$ cat config.mk
export PLATFORM = sky130hd
export DESIGN_NAME = attn_score_top
export DESIGN_NICKNAME = d
export VERILOG_FILES = /design/src/logic/attn_pkg.sv /design/src/logic/score_ctrl.sv /design/src/logic/beat_counter.sv /design/src/logic/outer_mac_array.sv /design/src/logic/score_scaler.sv /design/src/logic/attn_score_top.sv
export SDC_FILE = /design/constraint.sdc
export NUM_CORES = 1
export LEC_CHECK = 0
export BUFFER_PORTS_ARGS = -buffer_cell sky130_fd_sc_hd__buf_2
export CORE_UTILIZATION = 60
export DETAILED_ROUTE_END_ITERATION = 7
export GPL_TIMING_DRIVEN = 1
export PLACE_DENSITY_LB_ADDON = 0.1
export SLEW_MARGIN = 40
export SYNTH_ARGS = -nofsm -noshare
export SYNTH_HDL_FRONTEND = slang
export SYNTH_SLANG_ARGS = --single-unit
$ cat constraint.sdc
create_clock -name clk -period 8.5 [get_ports clk]
set_input_delay 0.85 -clock clk [delete_from_list [all_inputs] [get_ports clk]]
set_output_delay 0.85 -clock clk [all_outputs]
set_load 0.02 [all_outputs]
$ cat src/logic/attn_pkg.sv
////////////////////////////////////////////////////////////////////////////
// shared sizes and encodings for the Q x K^T score stage
// ACC_W must cover INNER_DIM products of two DATA_W signed values
////////////////////////////////////////////////////////////////////////////

package attn_pkg;

    localparam int DATA_W      = 8;                    // q and k element width
    localparam int NUM_Q       = 2;                    // query rows per block
    localparam int NUM_K       = 2;                    // key rows per block
    localparam int INNER_DIM   = 4;                    // beats per block
    localparam int ACC_W       = 18;
    localparam int SCALE_SHIFT = 4;                    // arithmetic, no rounding
    localparam int OUT_W       = 10;
    localparam int CNT_W       = $clog2(INNER_DIM);

    // saturation bounds of a signed OUT_W score
    localparam int SCORE_MAX = (2 ** (OUT_W - 1)) - 1;
    localparam int SCORE_MIN = -(2 ** (OUT_W - 1));

    typedef enum logic [1:0] {
        ST_IDLE  = 2'd0,
        ST_ACCUM = 2'd1,
        ST_SCALE = 2'd2,
        ST_DONE  = 2'd3
    } ctrl_state_e;

    typedef enum logic [1:0] {
        ACC_HOLD  = 2'd0,
        ACC_CLEAR = 2'd1,
        ACC_ADD   = 2'd2
    } acc_op_e;

endpackage

$ cat src/logic/score_ctrl.sv
////////////////////////////////////////////////////////////////////////////
// start is taken only in ST_IDLE, in_valid only in ST_ACCUM
// out_valid is a single cycle pulse and is not held
////////////////////////////////////////////////////////////////////////////

module score_ctrl (
    input  logic                clk,
    input  logic                rst,
    input  logic                start,
    input  logic                in_valid,
    input  logic                last_beat,
    output attn_pkg::acc_op_e   acc_op,
    output logic                cnt_clear,
    output logic                cnt_inc,
    output logic                scale_load,
    output logic                busy,
    output logic                out_valid
);

    import attn_pkg::*;

    ctrl_state_e state_q;
    ctrl_state_e state_d;

    ////////////////////////////////////////////////////////////////////////////
    // next state and per-cycle commands
    ////////////////////////////////////////////////////////////////////////////

    always_comb begin
        state_d    = state_q;
        acc_op     = ACC_HOLD;
        cnt_clear  = 1'b0;
        cnt_inc    = 1'b0;
        scale_load = 1'b0;

        unique case (state_q)
            ST_IDLE: begin
                if (start) begin
                    acc_op    = ACC_CLEAR;              // fresh block
                    cnt_clear = 1'b1;
                    state_d   = ST_ACCUM;
                end
            end
            ST_ACCUM: begin
                if (in_valid) begin
                    acc_op  = ACC_ADD;
                    cnt_inc = 1'b1;
                    if (last_beat) begin
                        state_d = ST_SCALE;             // acc final after this edge
                    end
                end
            end
            ST_SCALE: begin
                scale_load = 1'b1;
                state_d    = ST_DONE;
            end
            ST_DONE: begin
                state_d = ST_IDLE;
            end
            default: begin
                state_d = ST_IDLE;
            end
        endcase
    end

    always_ff @(posedge clk) begin
        if (rst) begin
            state_q <= ST_IDLE;
        end else begin
            state_q <= state_d;
        end
    end

    // both decoded from the state register only
    assign busy      = (state_q != ST_IDLE);
    assign out_valid = (state_q == ST_DONE);

endmodule

$ cat src/logic/beat_counter.sv
////////////////////////////////////////////////////////////////////////////
// counts accepted beats, wraps at 2**CNT_W
////////////////////////////////////////////////////////////////////////////

module beat_counter (
    input  logic clk,
    input  logic rst,
    input  logic cnt_clear,
    input  logic cnt_inc,
    output logic last_beat
);

    import attn_pkg::*;

    logic [CNT_W-1:0] cnt;

    always_ff @(posedge clk) begin
        if (rst) begin
            cnt <= '0;
        end else if (cnt_clear) begin
            cnt <= '0;                                  // clear wins over inc
        end else if (cnt_inc) begin
            cnt <= cnt + 1'b1;
        end
    end

    // terminal count decode
    assign last_beat = (cnt == CNT_W'(INNER_DIM - 1));

endmodule

$ cat src/logic/outer_mac_array.sv
////////////////////////////////////////////////////////////////////////////
// one signed accumulator per (q, k) pair, no overflow detection
////////////////////////////////////////////////////////////////////////////

module outer_mac_array (
    input  logic                                                    clk,
    input  logic                                                    rst,
    input  attn_pkg::acc_op_e                                       acc_op,
    input  logic [attn_pkg::NUM_Q-1:0][attn_pkg::DATA_W-1:0]        q_col,
    input  logic [attn_pkg::NUM_K-1:0][attn_pkg::DATA_W-1:0]        k_col,
    output logic [attn_pkg::NUM_Q-1:0][attn_pkg::NUM_K-1:0][attn_pkg::ACC_W-1:0] acc
);

    import attn_pkg::*;

    ////////////////////////////////////////////////////////////////////////////
    // outer product grid
    ////////////////////////////////////////////////////////////////////////////

    for (genvar qi = 0; qi < NUM_Q; qi++) begin : g_row
        for (genvar ki = 0; ki < NUM_K; ki++) begin : g_col
            logic signed [2*DATA_W-1:0] prod;

            assign prod = $signed(q_col[qi]) * $signed(k_col[ki]);

            always_ff @(posedge clk) begin
                if (rst) begin
                    acc[qi][ki] <= '0;
                end else begin
                    unique case (acc_op)
                        ACC_CLEAR: begin
                            acc[qi][ki] <= '0;
                        end
                        ACC_ADD: begin
                            // prod sign-extended to ACC_W
                            acc[qi][ki] <= $signed(acc[qi][ki]) + ACC_W'(prod);
                        end
                        default: begin
                            acc[qi][ki] <= acc[qi][ki]; // hold
                        end
                    endcase
                end
            end
        end
    end

endmodule

$ cat src/logic/score_scaler.sv
////////////////////////////////////////////////////////////////////////////
// shift rounds toward minus infinity, then clamps to signed OUT_W
////////////////////////////////////////////////////////////////////////////

module score_scaler (
    input  logic                                                         clk,
    input  logic                                                         rst,
    input  logic                                                         scale_load,
    input  logic [attn_pkg::NUM_Q-1:0][attn_pkg::NUM_K-1:0][attn_pkg::ACC_W-1:0] acc,
    output logic [attn_pkg::NUM_Q-1:0][attn_pkg::NUM_K-1:0][attn_pkg::OUT_W-1:0] score
);

    import attn_pkg::*;

    logic [NUM_Q-1:0][NUM_K-1:0][OUT_W-1:0] clamped;

    for (genvar qi = 0; qi < NUM_Q; qi++) begin : g_row
        for (genvar ki = 0; ki < NUM_K; ki++) begin : g_col
            logic signed [ACC_W-1:0] shifted;

            assign shifted = $signed(acc[qi][ki]) >>> SCALE_SHIFT;

            always_comb begin
                if (shifted > SCORE_MAX) begin
                    clamped[qi][ki] = OUT_W'(SCORE_MAX);
                end else if (shifted < SCORE_MIN) begin
                    clamped[qi][ki] = OUT_W'(SCORE_MIN);
                end else begin
                    clamped[qi][ki] = shifted[OUT_W-1:0];   // fits, just truncate
                end
            end
        end
    end

    // output block, held until the next load
    always_ff @(posedge clk) begin
        if (rst) begin
            score <= '0;
        end else if (scale_load) begin
            score <= clamped;
        end
    end

endmodule

$ cat src/logic/attn_score_top.sv
////////////////////////////////////////////////////////////////////////////
// no back-pressure: in_valid beats must not be dropped by the source
// score is valid with out_valid and holds until the next block
////////////////////////////////////////////////////////////////////////////

module attn_score_top (
    input  logic                                                         clk,
    input  logic                                                         rst,
    input  logic                                                         start,
    input  logic                                                         in_valid,
    input  logic [attn_pkg::NUM_Q-1:0][attn_pkg::DATA_W-1:0]             q_col,
    input  logic [attn_pkg::NUM_K-1:0][attn_pkg::DATA_W-1:0]             k_col,
    output logic                                                         busy,
    output logic                                                         out_valid,
    output logic [attn_pkg::NUM_Q-1:0][attn_pkg::NUM_K-1:0][attn_pkg::OUT_W-1:0] score
);

    import attn_pkg::*;

    acc_op_e                                acc_op;
    logic                                   cnt_clear;
    logic                                   cnt_inc;
    logic                                   last_beat;
    logic                                   scale_load;
    logic [NUM_Q-1:0][NUM_K-1:0][ACC_W-1:0] acc;

    score_ctrl i_ctrl (
        .clk        (clk),
        .rst        (rst),
        .start      (start),
        .in_valid   (in_valid),
        .last_beat  (last_beat),
        .acc_op     (acc_op),
        .cnt_clear  (cnt_clear),
        .cnt_inc    (cnt_inc),
        .scale_load (scale_load),
        .busy       (busy),
        .out_valid  (out_valid)
    );

    beat_counter i_cnt (
        .clk        (clk),
        .rst        (rst),
        .cnt_clear  (cnt_clear),
        .cnt_inc    (cnt_inc),
        .last_beat  (last_beat)
    );

    outer_mac_array i_mac (
        .clk        (clk),
        .rst        (rst),
        .acc_op     (acc_op),
        .q_col      (q_col),
        .k_col      (k_col),
        .acc        (acc)
    );

    score_scaler i_scale (
        .clk        (clk),
        .rst        (rst),
        .scale_load (scale_load),
        .acc        (acc),
        .score      (score)
    );

endmodule

== After elaboration in Yosys (flattened, before gate mapping) ==
Cells that the tools add are included.
Storage, ports and cells
  bits in registers: 116
  output and inout bits: 42
Operators by class
  add/sub/neg operators: 5
  multiply operators: 4
  order comparisons: 8
  eq/ne operators: 9
  multiplexer cells: 24
  reductions and logical operators: 5
Operators by type and width (number)
  $pmux W18 S2: 4
  $mux W10: 8
  $add A18 B16 Y18: 4
  $mul A8 B8 Y16: 4
  $gt A14 B10 Y1 const B: 4
  $lt A14 B10 Y1 const B: 4
  $eq A2 B2 Y1 const B: 4
  $mux W2: 4
  $pmux W2 S4: 1
  $mux W1: 6
  $eq A2 B1 Y1 const B: 2
  $ne A2 B2 Y1 const B: 2
  $pmux W2 S2: 1
  $reduce_bool A2 Y1: 2
  $reduce_and A3 Y1: 1
  $add A2 B1 Y2 const B: 1
  $logic_not A2 Y1: 1
  $ne A2 B1 Y1 const B: 1
  $reduce_or A2 Y1: 1

== Logic depth before layout (Yosys ltp) ==
  depth in word-level cells: 4
  gate-level depth with buffers: 20

== By module ==
Synthesis repeated with hierarchy kept, for this count alone.
Unflattened totals
  cells, all modules: 1880
  area, all modules: 17516.8 um2
By module, submodules not included
  outer_mac_array: instances 1, cells each 1649, area each 15418.5 um2, sequential area each 1441.4 um2
  score_scaler: instances 1, cells each 201, area each 1795.5 um2, sequential area each 800.8 um2
  score_ctrl: instances 1, cells each 23, area each 211.5 um2, sequential area each 40.0 um2
  beat_counter: instances 1, cells each 7, area each 91.3 um2, sequential area each 40.0 um2

== Worst setup path before layout ==
OpenSTA, ideal clock, no wires.
  kind: input-to-reg
  start point: input port k_col[0] in the netlist's numbering
  end point: register, netlist name i_mac.acc[50]
  data arrival time: 5.377 ns
  slack: 3.006 ns
  cell stages on the path: 15
  path buffers: 0
  cell sequence: and2_1 -> inv_1 -> fa_1 -> inv_1 -> fa_1 -> fa_1 -> fa_1 -> fa_1 -> ha_1 -> o21ai_2 -> a21oi_2 -> o311a_1 -> o21a_1 -> or3_1 -> a32o_1
On the way
  longest elaborated chain between the ends: 3
RTL lines
  start, declared: line attn_score_top.sv:12  | input logic [attn_pkg::NUM_K-1:0][attn_pkg::DATA_W-1:0] k_col,
  $mul A8 B8 Y16: line outer_mac_array.sv:24  | assign prod = $signed(q_col[qi]) * $signed(k_col[ki]);
  $add A18 B16 Y18: line outer_mac_array.sv:36  | acc[qi][ki] <= $signed(acc[qi][ki]) + ACC_W'(prod);
  $pmux W18 S2: line outer_mac_array.sv:30  | unique case (acc_op)
Every way passes these cells.
A chain may end at the register's enable or synchronous reset.

== Final worst setup path ==
  start point: input port k_col[8] in the netlist's numbering
  end point: register, netlist name i_mac.acc[34]
On the way
  longest elaborated chain between the ends: 3
RTL lines (line)
  $mul A8 B8 Y16: outer_mac_array.sv:24
  $add A18 B16 Y18: outer_mac_array.sv:36
  $pmux W18 S2: outer_mac_array.sv:30
Every way passes these cells.

==> impl_metrics.tcl <==
set metrics [dict create \
    result_of_the_run "completed" \
    combPwrFrac 0.743 \
    avgSynthCellArea_um2 9.21 \
    share_of_async_settable_or_async_resettable_flops_after_synthesis 0 \
    clock_tree.buffer_depth 2 \
    min_path_type "reg -> reg" \
    via_per_inst 5.36 \
    cts_tree "built" \
    root_buffer_selected_by_cts "clkbuf_16" \
    hold_path_depth 2 \
    detailedPlacementHpwl_um 29600 \
    regToRegSetupSlack_ps 3520 \
    global_route.usage.total 0.280 \
    drtAntennaViolNets 0 \
    achievable-frequency_mhz 171 \
    drt-total-wl_um 37000 \
    postSynthCellCount 1861 \
    max_cap_viols 0 \
    initial_core_util 0.613 \
    placeableCoreArea_um2 27900 \
    rsz_0062_raised_after_global_routing "no" \
    placementRows 61 \
    via_count 12300 \
    fraction_of_layout_instances_using_a_drive_strength_above_1 0.0685 \
    timing.critical_path.from_type "primary input" \
    cts_made_buffers 17 \
    critical_path.endpoint_type "flip-flop" \
    final.period_utilization 0.689 \
    worstPathArrival_ps 6180 \
    overflow 0 \
    cts_hold_buffers 0 \
    vdd_drop_max_uv 188 \
    reg2reg_from "i_mac.acc[24]$_SDFFE_PP0P_" \
    synth.yosys.warnings 0 \
    n_fill_cell 2319 \
    top_flip_flop_cell_by_instance_count_after_synthesis "dfxtp_1" \
    grt_antenna_before_repair 0 \
    design.final.nets 2429 \
    cp_max_fo 16 \
    cell_internal_pwr_uw 2970 \
    fin_tns_setup_ps 0 \
    power_frac_clock 0.142 \
    hold_start "i_scale.score[36]$_SDFFE_PP0P_" \
    synth-edff-count 0 \
    synth_nets 2391 \
    clk_latency_ps 430 \
    timing.final.hold_violations 0 \
    n_antenna_cell 0 \
    maxSlewViolCount 0 \
    power.net_switching_uw 2640 \
    whs_endpoint "i_scale.score[36]$_SDFFE_PP0P_" \
    syn_area_um2 17100 \
    cts.repair_timing.setup_buffer_count 0 \
    wire_length_of_the_first_global_routing_pass_um 63800 \
    critical_path_type "in -> reg" \
    report.final.setup_viol 0 \
    proportion_of_synthesized_chip_area_in_sequential_cells 0.136 \
    tightest_slew_ps 786 \
    postSynthRegisterBits 116 \
    wire_per_inst_um 16.2 \
    final_area_um2 18400 \
    io-pin-count 78 \
    post_cts_resized 0 \
    clkSlewWorstSetupHoldPaths_ps 60 \
    die_w_um 171 \
    critical_path.reg2reg.endpoint "i_mac.acc[34]$_SDFFE_PP0P_" \
    drt-pass1-iter-count 5 \
    swShare 0.471 \
    grt_start_max_net_pins 69 \
    detail_route.drc_violations 0 \
    die_y_um 171 \
    ctsHtreeMaxLevel 4 \
    via_count_of_the_first_global_routing_pass 12700 \
    power_density_nw_per_um2 304 \
    layout-area-overhead-vs-synth_pct 7.64 \
    synth.lib_cells_used.distinct 54 \
    slew_headroom 0.473 \
    fin_worst_skew_ps 6.97 \
    cts.sinks 116 \
    seqPwrFrac 0.115 \
    rr_worst_depth 17 \
    post-route-min-period_ps 5860 \
    drt_first_iter_violations 597 \
    power.static_leakage_uw 0.00909 \
    placement_stage_cell_area_um2 17800 \
    place.gp.congestion 0.834 \
    floorplan.die_area_um2 29200 \
    critical_path_required_ps 8820 \
    port_buffers 77 \
]
-- per-layer routing --
| layer | part of all wire | routed length (um) | up-vias | global-route usage |
|---|---|---|---|---|
| li1 | - | - | 5814 | - |
| met1 | 0.46 | 17000 | 6128 | 0.390 |
| met2 | 0.47 | 17400 | 292 | 0.449 |
| met3 | 0.048 | 1780 | 48 | 0.0451 |
| met4 | 0.023 | 847 | 0 | 0.0877 |
| met5 | 0 | 0 | - | 0 |
-- metrics by stage --
step                total power (uW)  worst slack, ps  hold slack (ps)  std cells   util
floorplan                       3950             3010              438       1861      -
detailed placement              4800             2200              454       2258  0.638
CTS                             5640             2630              464       2290  0.660
global route                    6260             2280              484       2290  0.660
global placement                4700             2330              447       2258  0.638
finish                          5600             2640              463       2290  0.660
-- cells in the mapped netlist, types with 2 or more instances --
cell,instances,share of area
and3_1,3,0.0011
nand2_1,155,0.034
a21boi_1,4,0.0018
a21boi_0,7,0.0031
fa_1,320,0.37
or3_1,8,0.0029
nor3_1,7,0.0020
o21ai_0,81,0.024
nor2_1,118,0.026
a211oi_1,9,0.0039
nor2b_1,13,0.0047
or2_2,2,0.00073
a22o_1,2,0.0010
buf_1,3,0.00066
or4b_2,3,0.0018
mux2i_1,5,0.0029
a31oi_1,2,0.00073
o22ai_1,2,0.00073
and2_1,130,0.047
xnor2_1,47,0.024
clkbuf_1,61,0.013
nand4_1,4,0.0015
ha_1,174,0.13
o31ai_1,4,0.0018
nand2b_1,47,0.017
a32oi_1,3,0.0015
o21ai_2,2,0.0010
dfxtp_1,116,0.14
inv_1,357,0.078
xor2_1,18,0.0092
o21ai_1,4,0.0012
o21a_1,8,0.0035
nand3_1,4,0.0012
a22oi_1,17,0.0074
nand3b_1,2,0.00088
a32o_1,4,0.0023
a21o_1,8,0.0035
o21bai_1,8,0.0035
a21oi_1,81,0.024
nor4_1,4,0.0015
-- critical path, stage by stage --
cell and delay, ps:
buf_2 310, and2_1 630, inv_1 120, fa_1 500
inv_1 50, fa_1 480, fa_1 570, fa_1 440
fa_1 450, ha_1 310, o21ai_1 110, a21boi_0 170
o41ai_1 630, a31oi_1 190, xor2_1 180, a22o_1 200
-- cells in the final DEF, fill, tap and decap left out, types with 8 or more instances in the layout --
cell,netlist,final
a211oi_1,9,9
a21o_1,8,8
a21oi_1,81,81
a22oi_1,17,17
and2_1,130,130
buf_2,0,76
clkbuf_16,0,17
dfxtp_1,116,116
fa_1,320,320
ha_1,174,173
inv_1,357,357
nand2_1,155,155
nand2b_1,47,46
nor2_1,118,118
nor2b_1,13,11
o21a_1,8,8
o21ai_0,81,81
o21bai_1,8,8
or3_1,8,8
xnor2_1,47,47
xor2_1,18,18
-- registers in the layout, indices dropped and copies added (netlist names) --
| name | count |
|---|---|
| i_cnt.cnt | 2 |
| i_mac.acc | 72 |
| i_ctrl.state_q | 2 |
| i_scale.score | 40 |
-- final cells by class --
| cell class | instances | area [um2] | share of cell area |
|---|---|---|---|
| clock buffer | 20 | 457 | 0.0248 |
| clock inverter | 12 | 178 | 0.00963 |
| inverter | 357 | 1340 | 0.0726 |
| multi-input combinational | 1324 | 13200 | 0.718 |
| sequential | 116 | 2320 | 0.126 |
| tap | 378 | 473 | 0.0256 |
| timing repair buffer | 83 | 433 | 0.0235 |
-- cell families (layout without fill, tap and decap cells) --
family,count (synthesis),in the layout,share of synthesized area
buf+inv,421,472,0.0922
compound gates,258,258,0.0913
simple gates,502,502,0.144
mux,5,5,0.00292
xor+xnor,65,65,0.0332
fa+ha+maj,494,494,0.501
flops,116,116,0.136
-- power groups by stage --
| stage | sequential, uW | combinational [uW] | clock [uW] |
|---|---|---|---|
| after floorplan | 654 | 3300 | 0 |
| after global placement | 656 | 4040 | 0 |
| after detailed placement | 657 | 4140 | 0 |
| after CTS | 647 | 4190 | 807 |
| after global routing | 655 | 4780 | 829 |
| final | 646 | 4160 | 795 |
-- how the worst max path moves through the flow --
stage | startpoint | end | cells after the start
6_report | k_col[8] | i_mac.acc[34]$_SDFFE_PP0P_ | 16
2_1_floorplan | k_col[0] | i_mac.acc[50]$_SDFFE_PP0P_ | 15
3_5_place_dp | k_col[8] | i_mac.acc[34]$_SDFFE_PP0P_ | 16
3_3_place_gp | k_col[8] | i_mac.acc[34]$_SDFFE_PP0P_ | 16
5_1_grt | k_col[8] | i_mac.acc[34]$_SDFFE_PP0P_ | 16
4_1_cts | k_col[8] | i_mac.acc[34]$_SDFFE_PP0P_ | 16
Note: power is estimated with default switching activity, not from simulation.
